--- src/design/fetch_pkg.sv ---
// Shared constants and types for the instruction fetch stage.
// Holds the address map, memory sizes, reset vector and the entry
// type carried from fetch into the pre-decode buffer.

`default_nettype none

package fetch_pkg;

    //////////////////////////////
    // Address map
    localparam logic [31:0] RESET_VEC = 32'h0000_0100;
    localparam logic [31:0] SCRATCH_BASE = 32'h8000_0000;

    // Upper address bits compared against SCRATCH_BASE
    localparam int SCRATCH_BIT_CHECK = 1;

    //////////////////////////////
    // Sizes
    localparam int SCRATCH_WORDS = 256;
    localparam int ICACHE_LINES = 16;
    localparam int FETCH_BUFFER_DEPTH = 4;

    // Derived widths
    localparam int SCRATCH_ADDR_W = $clog2(SCRATCH_WORDS);
    localparam int ICACHE_INDEX_W = $clog2(ICACHE_LINES);
    localparam int ICACHE_TAG_W = 30 - ICACHE_INDEX_W;
    localparam int FB_PTR_W = $clog2(FETCH_BUFFER_DEPTH);
    localparam int CREDIT_W = FB_PTR_W + 1;

    // Fetch sub-unit slots
    localparam int NUM_UNITS = 2;
    localparam int UNIT_SCRATCH = 0;
    localparam int UNIT_ICACHE = 1;

    // One pre-decode buffer slot
    typedef struct packed {
        logic [31:0] instruction;
        logic [31:0] pc;
    } fetch_entry_t;

endpackage

`default_nettype wire
--- src/design/fetch_buffer.sv ---
// Pre-decode buffer between fetch and decode.
// Circular FIFO of fetch entries. Fetch only pushes when it holds a
// credit, so every push is accepted. A flush empties the buffer.

`timescale 1ns/1ns
`default_nettype none

module fetch_buffer
    import fetch_pkg::*;
(
    input  logic         clk,
    input  logic         rst,
    input  logic         flush,
    input  logic         push,
    input  fetch_entry_t push_entry,
    input  logic         pop,
    output logic         valid,
    output fetch_entry_t head
);

    fetch_entry_t slots [FETCH_BUFFER_DEPTH];
    logic [FB_PTR_W-1:0] wr_ptr;
    logic [FB_PTR_W-1:0] rd_ptr;
    logic [CREDIT_W-1:0] count;
    logic do_pop;

    // Wraps for any depth
    function automatic logic [FB_PTR_W-1:0] next_ptr(input logic [FB_PTR_W-1:0] ptr);
        if (int'(ptr) == FETCH_BUFFER_DEPTH - 1) begin
            return '0;
        end
        return ptr + 1'b1;
    endfunction

    assign valid = count != '0;
    assign do_pop = pop & valid;
    assign head = slots[rd_ptr];

    always_ff @(posedge clk) begin
        if (push) begin
            slots[wr_ptr] <= push_entry;
        end
    end

    always_ff @(posedge clk) begin
        if (rst | flush) begin
            wr_ptr <= '0;
            rd_ptr <= '0;
            count <= '0;
        end else begin
            if (push) begin
                wr_ptr <= next_ptr(wr_ptr);
            end
            if (do_pop) begin
                rd_ptr <= next_ptr(rd_ptr);
            end
            count <= count + CREDIT_W'(push) - CREDIT_W'(do_pop);
        end
    end

endmodule

`default_nettype wire

--- config.mk ---
export PLATFORM = sky130hd
export DESIGN_NAME = fetch_buffer
export DESIGN_NICKNAME = d
export VERILOG_FILES = /design/src/design/fetch_pkg.sv /design/src/design/fetch_buffer.sv
export SDC_FILE = /design/constraint.sdc
export NUM_CORES = 1
export LEC_CHECK = 0
export ABC_AREA = 1
export BUFFER_PORTS_ARGS = -buffer_cell sky130_fd_sc_hd__buf_2
export CORE_ASPECT_RATIO = 1.1
export CORE_MARGIN = 10
export CORE_UTILIZATION = 45
export CTS_BUF_LIST = sky130_fd_sc_hd__clkbuf_8 sky130_fd_sc_hd__clkbuf_16
export DETAILED_ROUTE_END_ITERATION = 6
export PLACE_DENSITY = 0.65
export SLEW_MARGIN = 20
export SYNTH_ARGS = -nofsm -noshare
export SYNTH_HDL_FRONTEND = slang
export SYNTH_SLANG_ARGS = --single-unit
export TNS_END_PERCENT = 30
--- constraint.sdc ---
create_clock -name clk -period 2.7 [get_ports clk]
set_input_delay 0.54 -clock clk [delete_from_list [all_inputs] [get_ports clk]]
set_output_delay 0.54 -clock clk [all_outputs]
set_load 0.05 [all_outputs]
* Word level (Yosys, flattened, before mapping) *
Memory sizes are Yosys's and may differ from the RTL's. A register that Yosys moved wholly into a read port is not among the register bits.
Index checks and enable logic that the tools add are counted.

word-level totals
  word-level logic and storage cells = 27
  register bits after elaboration = 7
  input port bits = 69
  output and inout bits = 65
  memories = 1
  bits in writable memories = 256

memories
  memory  depth  width  read ports  clocked after Yosys merged registers in  wr ports  line                text
  slots   4      64     1           1                                        1         fetch_buffer.sv:21  fetch_entry_t slots [FETCH_BUFFER_DEPTH];

cells by class
  multiplexer cells = 14
  equal/unequal tests = 2
  add/sub/neg operators = 4
  reduce and logical (&&, ||, !) cells = 1
  bitwise gates (word level) = 2

operators by type and width
  operator               count
  $mux W2                6
  $mux W1                8
  $add A2 B1 Y2 const B  2
  $eq A2 B1 Y1 const B   2
  $add A3 B1 Y3          1
  $reduce_bool A3 Y1     1
  $sub A3 B1 Y3          1
  $and A1 B1 Y1          1
  $or A1 B1 Y1           1

* Depth between registers and ports, before layout *
Gate-level depths: netlist of the first run.

  depth in word-level cells = 7
  depth in mapped cells = 10
  depth with buffers taken out = 10

* Worst setup path before layout of the first run *
No wires, ideal clock.

  kind = input to register
  from = in push
  to = mem slots[3][0] in the netlist's numbering (enable)
  path slack = 0.188 ns
  library setup time = 0.419 ns
  data arrival time = 2.093 ns
  stages = 3
  data required time = 2.281 ns
  path through = clkbuf_1 -> nand2_1 -> inv_1

on the way
  word-level cells in the longest chain between the ends = 2

RTL lines
  what                           line                text
  from (decl)                    fetch_buffer.sv:14  input logic push,
  $mux W1                        fetch_buffer.sv:40  if (push) begin
  $mux W1 (implied by the code)  fetch_buffer.sv:41  slots[wr_ptr] <= push_entry;
  to (decl)                      fetch_buffer.sv:21

No other way between the ends.

==> impl_metrics.py, run 1 <==
metrics = {
    "setup_path": {
        "arrival_ps": 2040,
        "worstPathRequired_ps": 2160,
        "r2r_end": "count[2]",
        "path_class": "reg -> out",
        "crit_fanout": 89,
        "reg2reg_slack_ps": 930,
        "reg2reg_depth": 9,
        "crit_path_end_kind": "output pin",
        "timing.rr.start": "count[1]",
        "worstSetupStartpointType": "register",
    },
    "layout": {
        "final_nets": 898,
        "layout-drive-gt1-share_pct": 23.4,
        "syn2layout_area_growth_pct": 18.4,
    },
    "placed_design": {
        "dp_slack_ps": 614,
        "portBuffers": 133,
        "gp_congestion": 0.697,
        "dp_hpwl_mm": 12.2,
    },
    "power_and_ir_drop": {
        "switching_share_pct": 24.5,
        "leakage_uw": 0.00422,
        "seqPwrFrac_pct": 50.5,
        "ir_worst_vdd_mv": 0.550,
        "switchingPower_uw": 2260,
        "p_int_uw": 6960,
        "p_comb_share_pct": 11.8,
        "powerDensity_nw_per_um2": 781,
        "pwr-share-clk_pct": 37.8,
        "finalPower_uw": 9220,
    },
    "die": {
        "start_util_pct": 45.4,
        "io_pins": 134,
        "coreArea_sq_um": 22000,
        "dieArea_sq_um": 28500,
        "dieHeight_microns": 176,
        "rows": 57,
        "die_x_microns": 162,
    },
    "drt": {
        "drtPass1Iterations": 5,
        "avgViaCountPerCell": 5.18,
        "wire_per_inst_microns": 18.4,
        "drt_iter0_drc": 375,
        "wirelength_mm": 20.9,
        "drtAntennaViolNets": 0,
        "drc": 0,
        "vias": 5881,
    },
    "sta": {
        "fin_crit_ps": 2580,
        "min_period_over_period_pct": 95.7,
        "worst_slack_ps": 117,
        "final_hold_viol_count": 0,
        "setup_viol": 0,
        "tightestPinTransition_ps": 620,
        "whs_ps": 236,
        "fmax_ghz": 0.387,
        "tns_ps": 0,
        "relSlewSlack_pct": 58.7,
        "rsz0062_at_grt": "no",
        "skew_ps": 6.28,
        "final-max-slew-violation-count": 0,
    },
    "min_path": {
        "whs_path_depth": 1,
        "hold_path_class": "in -> reg",
        "hp-start": "push_entry[57]",
        "hold_end": "slots[1][57]",
    },
    "yosys": {
        "yosys_warnings": 0,
        "avgSynthCellArea_sq_um": 14.7,
        "yosysUniqueCellTypes": 22,
        "syn-num-nets": 758,
        "ys_seq_elements": 265,
        "yosysTopAreaCellShare_pct": 77.1,
        "netlist_instances": 681,
        "synthTopCellsByArea": "edfxtp_1 77%, nor2_1 5.2%, o22ai_1 4.0%",
        "yosysSeqAreaShare_pct": 78.9,
        "yosysTopAreaCell": "edfxtp_1",
        "synth_area_sq_um": 9980,
    },
    "global_route": {
        "grt_max_degree": 90,
        "antenna_found_initial": 3,
        "track_usage_pct": 14.2,
        "grt-ovfl-total": 0,
        "grt_pass1_vias": 5833,
        "grt_pass1_wl_mm": 32.2,
    },
    "cts": {
        "clkSinkCount": 265,
        "cts_buffer_depth": 3,
        "clk_pin_slew_ps": 60,
        "cts_tree": "yes",
        "ctsHoldBuffers": 0,
        "clk_latency_ps": 520,
        "cts_max_level": 1,
        "root_buffer": "clkbuf_16",
        "cts_buffers": 27,
    },
    "status": {
        "status": "finished clean",
    },
    "flow_run": {
        "cap_violations": 0,
    },
}
## metal layers
metal | share of wire, % | GRT usage [%] | wire length (microns)
met1 | 41 | 17.4 | 8670
met2 | 49 | 24.2 | 10300
met3 | 7.9 | 4.10 | 1640
met4 | 1.2 | 3.45 | 254
met5 | 0.062 | 0 | 13
## power by group through the flow
| stage | sequential, uW | combinational, uW | clock, uW |
|---|---|---|---|
| global route | 4660 | 1170 | 3740 |
| global placement | 4740 | 1090 | 0 |
| CTS | 4650 | 1100 | 3560 |
| detailed placement | 4740 | 1100 | 0 |
| finish | 4650 | 1090 | 3480 |
| floorplan | 4740 | 780 | 0 |
## logic make-up (layout without fill, tap and decap cells)
family          Yosys count  after routing  share of synthesized area, %
fa+ha+maj                 8              8                          1.08
flops                   265            265                          78.9
xor+xnor                  1              1                        0.0878
simple gates            151            151                          5.73
buf+inv                  59            216                          3.54
other cells               0              3                             0
compound gates          197            197                          10.7
## final cells by class
type                    count  area (sq um)
fillers                  1842         10200
flip-flops and latches    265          7870
multi-input cells         357          1760
repair buffers            153           903
clock buffers              27           676
well taps                 295           369
clock inverters            19           156
inverters                  17          68.8
diodes                      3          7.51
## cells in the final DEF (no fill, tap or decap), types with 4 or more instances in the layout
master / count
inv_2: 5
inv_1: 13
clkbuf_16: 27
buf_2: 133
nor2_1: 137
o21ai_0: 72
buf_4: 13
o21ai_1: 56
buf_12: 7
ha_1: 7
nand2_1: 10
o22ai_1: 64
edfxtp_1: 256
a21oi_1: 4
clkinv_2: 5
dfxtp_1: 7
clkinv_1: 9
## critical path, cell delays in order (launching register included)
cell	delay, ps
dfxtp_4	390
buf_12	310
o21ai_0	150
o22ai_1	280
buf_2	330
## worst max-delay path by stage
stage | start | endpoint | cells after the start
after detailed placement | register | head[33] | 5
after global placement | register | head[33] | 5
after global routing | register | head[62] | 5
after CTS | register | head[61] | 5
final | register | head[51] | 4
after floorplan | push | slots[3][0] | 3
## cells in the mapped netlist
cell type / n
a21boi_0: 1
a21oi_1: 4
buf_2: 7
buf_4: 3
buf_6: 14
clkbuf_1: 15
clkbuf_2: 3
clkinv_1: 1
dfxtp_1: 9
edfxtp_1: 256
fa_1: 1
ha_1: 7
inv_1: 15
inv_4: 1
nand2_1: 10
nand3_1: 3
nor2_1: 137
nor3_1: 1
o21ai_0: 72
o21ai_1: 56
o22ai_1: 64
xnor2_1: 1
## what timing repair did
item	CTS	global route
resized for setup	0	1
hold endpoints to repair	0	0
setup buffers	0	0
setup endpoints to repair	0	2
## state kept, by name, summed over array words and instances, names as in the netlist, named ones only
| signal | cells |
|---|---|
| slots | 256 |
| count | 3 |
| rd_ptr | 2 |
| wr_ptr | 2 |
## metrics by stage
stage | area [sq um] | utilization (%) | cells
2_1_floorplan | 9980 | - | 681
3_3_place_gp | 11000 | 49.9 | 1087
3_5_place_dp | 11000 | 49.9 | 1087
4_1_cts | 11800 | 53.7 | 1133
5_1_grt | 11800 | 53.7 | 1134
6_report | 11800 | 53.8 | 1136
No activity file was read; power rests on OpenSTA's default activity.
==> inputs of run 2 (changes only) <==
==> constraint.sdc (replaced) <==
create_clock -name clk -period 2.9 [get_ports clk]
set_input_delay 0.58 -clock clk [delete_from_list [all_inputs] [get_ports clk]]
set_output_delay 0.58 -clock clk [all_outputs]
set_load 0.01 [all_outputs]
==> run 2 against run 1 <==
Against the previous run: clock skew grew 1.1 ps; flip-flop and latch count is the same; routed wire length grew 0.23%; worst setup slack gained 180 ps; register-to-register slack gained 170 ps; die area is the same; global-route usage grew 0.087 points; total power shrank 11%; utilization shrank 0.20 points; sequential share of layout area grew 0.25 points; hold slack gained 35 ps; clock power shrank 8.3%; critical path type unchanged.
==> impl_metrics.py, run 2 (same netlist as run 1, synthesis figures left out) <==
metrics = {
    "sta": {
        "min_period_over_period_pct": 89.8,
        "fmax_ghz": 0.384,
        "relSlewSlack_pct": 61.3,
        "setup_viol": 0,
        "tns_ps": 0,
        "skew_ps": 7.41,
        "fin_crit_ps": 2600,
        "tightestPinTransition_ps": 580,
        "rsz0062_at_grt": "no",
        "final_hold_viol_count": 0,
        "whs_ps": 271,
        "final-max-slew-violation-count": 0,
    },
    "layout": {
        "fill_cells": 1856,
        "fin_util_pct": 53.6,
        "syn2layout_area_growth_pct": 17.9,
        "largest_reg_flops": 256,
        "final-seq-area_sq_um": 7870,
        "largestRegisters": "slots: 256 flops, count: 3 flops",
        "layout-drive-gt1-share_pct": 23.0,
        "final_common_cell": "edfxtp_1",
        "largest-register": "slots",
        "final_nets": 892,
        "final_cell_mix": "256 x edfxtp_1, 137 x nor2_1, 133 x buf_2",
        "multi_input_area_sq_um": 1760,
    },
    "setup_path": {
        "path_class": "reg -> out",
        "crit_path_end_kind": "output pin",
        "worstSetupStartpointType": "register",
        "worst-path-buf-inv": 2,
        "crit_fanout": 128,
        "arrival_ps": 2020,
        "path_cells": "buf_12 -> o21ai_0 -> o22ai_1 -> buf_2",
        "worstPathRequired_ps": 2320,
        "cpPeakStageDelay_ps": 390,
        "cp_top_family": "buffers and inverters",
        "cpMaxStageDelayCell": "buf_12",
    },
    "drt": {
        "drtAntennaViolNets": 0,
        "avgViaCountPerCell": 5.23,
        "drtPass1Iterations": 5,
        "drc": 0,
        "drt_iter0_drc": 410,
        "wirelength_mm": 21.0,
        "wire_per_inst_microns": 18.6,
        "vias": 5908,
    },
    "die": {
        "dieArea_sq_um": 28500,
        "coreArea_sq_um": 22000,
        "io_pins": 134,
        "die_x_microns": 162,
        "dieHeight_microns": 176,
        "rows": 57,
        "start_util_pct": 45.4,
    },
    "placed_design": {
        "portBuffers": 133,
        "dp_hpwl_mm": 12.0,
        "gp_congestion": 0.689,
    },
    "cts": {
        "clk_pin_slew_ps": 60,
        "cts_buffers": 26,
        "cts_setup_buffers": 0,
        "ctsHoldBuffers": 0,
        "cts_resized": 0,
        "clk_latency_ps": 520,
        "clkSinkCount": 265,
        "cts_buffer_depth": 3,
        "cts_max_level": 1,
        "cts_tree": "yes",
        "root_buffer": "clkbuf_16",
    },
    "global_route": {
        "antenna_found_initial": 1,
        "grt_max_degree": 129,
        "grt_pass1_wl_mm": 32.6,
        "track_usage_pct": 14.3,
        "grt-ovfl-total": 0,
        "grt_pass1_vias": 5907,
    },
    "status": {
        "status": "finished clean",
    },
    "min_path": {
        "hold_path_class": "in -> reg",
    },
    "power_and_ir_drop": {
        "ir_worst_vdd_mv": 0.523,
        "powerDensity_nw_per_um2": 695,
        "leakage_uw": 0.00418,
    },
    "flow_run": {
        "cap_violations": 0,
    },
}
-- run 2: cell count changes in the layout (fill, tap and decap cells not counted), sizes merged --
cell / before / now
buf: 153 / 148
clkinvlp: 0 / 2
clkinv: 14 / 15
inv: 19 / 18
diode: 3 / 1
bufinv: 3 / 2
-- run 2: cell type report --
class                      count  share of cell area (%)
sequential                   265                    66.9
antenna                        1                  0.0213
inverter                      17                   0.564
multi-input combinational    357                    14.9
tap                          295                    3.14
timing repair buffer         148                    7.46
clock inverter                20                    1.23
clock buffer                  27                    5.74
-- run 2: worst paths after layout --
kind | startpoint | depth (start not counted) | slack [ps] | to
setup / recovery | register | 4 | 300 | head[10]
hold / removal | push_entry[26] | 1 | 270 | slots[1][26]
setup reg to reg | count[1] | 9 | 1100 | count[2]
hold reg to reg | count[2] | 3 | 560 | count[2]
-- run 2: where the power goes --
group	internal, uW	switching [uW]	leakage, uW
logic	235	413	0.00135
clock network	1850	1340	0.000402
registers	4310	25.3	0.00243
total	6390	1780	0.00418
-- run 2: layer usage --
layer | part of all wire, % | GRT usage (%) | wire length [microns]
met2 | 48 | 23.9 | 10100
met5 | 0.086 | 0 | 18
met1 | 44 | 18.4 | 9160
met4 | 1.0 | 3.15 | 213
met3 | 7.0 | 3.54 | 1470
-- run 2: per-stage QoR --
step | setup WS [ps] | std cells | power (uW) | instance area (sq um)
6_report | 297 | 1130 | 8170 | 11800
5_1_grt | 158 | 1129 | 8500 | 11800
4_1_cts | 296 | 1129 | 8260 | 11800
3_5_place_dp | 862 | 1082 | 5070 | 10900
3_3_place_gp | 851 | 1082 | 5060 | 10900
2_1_floorplan | 348 | 681 | 4770 | 9980
==> inputs of run 3 (changes only) <==
Clock period 2.9 ns to 2.5 ns, I/O delays scaled along.
==> run 3 against run 2 <==
Against the previous run: clock power grew 15%; non-clock buffer count grew 5; global-route usage rose by 0.54 points; die area did not move; sequential power increased by 16%; first-iteration DRC count fell by 16%; cell count grew 0.53%; total power is 16% higher; combinational power increased by 18%; register-to-register slack got worse by 380 ps; sequential share of layout area shrank 0.41 points.
==> impl_metrics.py, run 3 (same netlist as run 1, synthesis figures left out) <==
metrics = {
    "drt": {
        "drtAntennaViolNets": 0,
        "vias": 6036,
        "wire_per_inst_microns": 19.3,
        "drc": 0,
        "drt_iter0_drc": 343,
        "drtPass1Iterations": 4,
        "wirelength_mm": 21.9,
        "avgViaCountPerCell": 5.31,
    },
    "sta": {
        "final-max-slew-violation-count": 0,
        "tightestPinTransition_ps": 576,
        "skew_ps": 6.82,
        "final_hold_viol_count": 0,
        "fmax_ghz": 0.414,
        "setup_viol": 0,
        "relSlewSlack_pct": 61.6,
        "tns_ps": 0,
        "rsz0062_at_grt": "no",
        "fin_crit_ps": 2420,
        "min_period_over_period_pct": 96.6,
    },
    "global_route": {
        "track_usage_pct": 14.8,
        "antenna_found_initial": 2,
        "grt_pass1_vias": 6183,
        "grt-ovfl-total": 0,
        "grt_max_degree": 55,
        "grt_pass1_wl_mm": 33.8,
    },
    "layout": {
        "fin_util_pct": 53.9,
        "largest-register": "slots",
        "final_nets": 898,
        "final_common_cell": "edfxtp_1",
        "final_cell_mix": "256 x edfxtp_1, 137 x nor2_1, 133 x buf_2",
        "fin_cells": 1136,
        "largestRegisters": "slots: 256 flops, count: 3 flops",
        "layout-drive-gt1-share_pct": 23.3,
        "largest_reg_flops": 256,
        "syn2layout_area_growth_pct": 18.7,
    },
    "die": {
        "start_util_pct": 45.4,
        "dieArea_sq_um": 28500,
        "coreArea_sq_um": 22000,
        "die_x_microns": 162,
        "dieHeight_microns": 176,
        "io_pins": 134,
        "rows": 57,
    },
    "setup_path": {
        "timing.rr.start": "count[1]",
        "path_cells": "buf_16 -> o21ai_0 -> o22ai_1 -> buf_2",
        "crit_path_end_kind": "output pin",
        "cp_top_family": "flip-flops",
        "reg2reg_slack_ps": 720,
        "arrival_ps": 1920,
        "crit_fanout": 54,
        "r2r_end": "count[2]",
        "cpMaxStageDelayCell": "dfxtp_4",
        "path_class": "reg -> out",
        "worstPathRequired_ps": 2000,
        "reg2reg_depth": 9,
        "worst-path-buf-inv": 2,
        "worstSetupStartpointType": "register",
        "cpPeakStageDelay_ps": 510,
    },
    "cts": {
        "ctsHoldBuffers": 0,
        "cts_max_level": 1,
        "cts_buffers": 27,
        "clk_pin_slew_ps": 60,
        "clk_latency_ps": 510,
        "cts_tree": "yes",
        "cts_buffer_depth": 3,
        "clkSinkCount": 265,
        "root_buffer": "clkbuf_16",
    },
    "placed_design": {
        "portBuffers": 133,
        "gp_congestion": 0.726,
        "dp_hpwl_mm": 12.2,
        "place_inst": 1085,
    },
    "power_and_ir_drop": {
        "powerDensity_nw_per_um2": 800,
        "leakage_uw": 0.00424,
        "ir_worst_vdd_mv": 0.546,
    },
    "min_path": {
        "hold_path_class": "in -> reg",
        "hold_end": "slots[3][16]",
        "hp-start": "push_entry[16]",
        "whs_path_depth": 1,
    },
    "flow_run": {
        "cap_violations": 0,
    },
    "status": {
        "status": "finished clean",
    },
}
run 3: changes by cell type in the layout (fill, tap and decap cells not counted), sizes merged:
cell | previous run | this run
inv | 18 | 24
buf | 148 | 152
clkinv | 15 | 11
clkbuf | 27 | 28
clkinvlp | 2 | 1
run 3: how the worst max path moves through the flow:
| stage | from | endpoint | depth (start not counted) |
|---|---|---|---|
| after detailed placement | register | head[61] | 4 |
| after floorplan | push | slots[3][0] | 3 |
| after CTS | register | head[61] | 4 |
| after global placement | register | head[15] | 4 |
| after global routing | register | head[15] | 4 |
| final | register | head[19] | 4 |
run 3: layout make-up:
| type | count | area [sq um] |
|---|---|---|
| antenna | 1 | 2.50 |
| clock buffer | 27 | 676 |
| clock inverter | 21 | 141 |
| fill | 1882 | 10100 |
| inverter | 17 | 71.3 |
| multi-input combinational | 357 | 1760 |
| sequential | 265 | 7870 |
| tap | 295 | 369 |
| timing repair buffer | 153 | 950 |
run 3: routing by layer:
layer | track usage (%) | part of all wire, % | routed length [microns] | vias up
li1 | - | - | - | 2835
met1 | 17.6 | 41 | 8990 | 2978
met2 | 26.3 | 50 | 10900 | 187
met3 | 3.82 | 7.7 | 1680 | 34
met4 | 3.38 | 1.5 | 337 | 2
met5 | 0 | 0.032 | 7 | -
run 3: stage by stage:
| step | total power, uW | hold slack [ps] | setup WS [ps] | area, sq um |
|---|---|---|---|---|
| 4_1_cts | 9570 | 175 | -3.86 | 11800 |
| 6_report | 9480 | 194 | 84.5 | 11800 |
| 5_1_grt | 9840 | 179 | 0.00200 | 11800 |
| 2_1_floorplan | 5540 | 483 | 28.2 | 9980 |
| 3_5_place_dp | 5880 | 545 | 458 | 11000 |
| 3_3_place_gp | 5870 | 533 | 483 | 11000 |
run 3: power by group:
part | leakage [uW] | total [uW] | internal (uW) | switching (uW)
logic | 0.00139 | 764 | 279 | 486
clock network | 0.000427 | 3680 | 2150 | 1530
registers | 0.00243 | 5030 | 5000 | 33.6
run 3: what timing repair did:
action                                  4_1_cts  5_1_grt
hold endpoints to repair                      0        0
gates resized for setup                       4        0
gates cloned                                  1        0
endpoints found under the setup margin       45       27
buffers inserted                              0        1
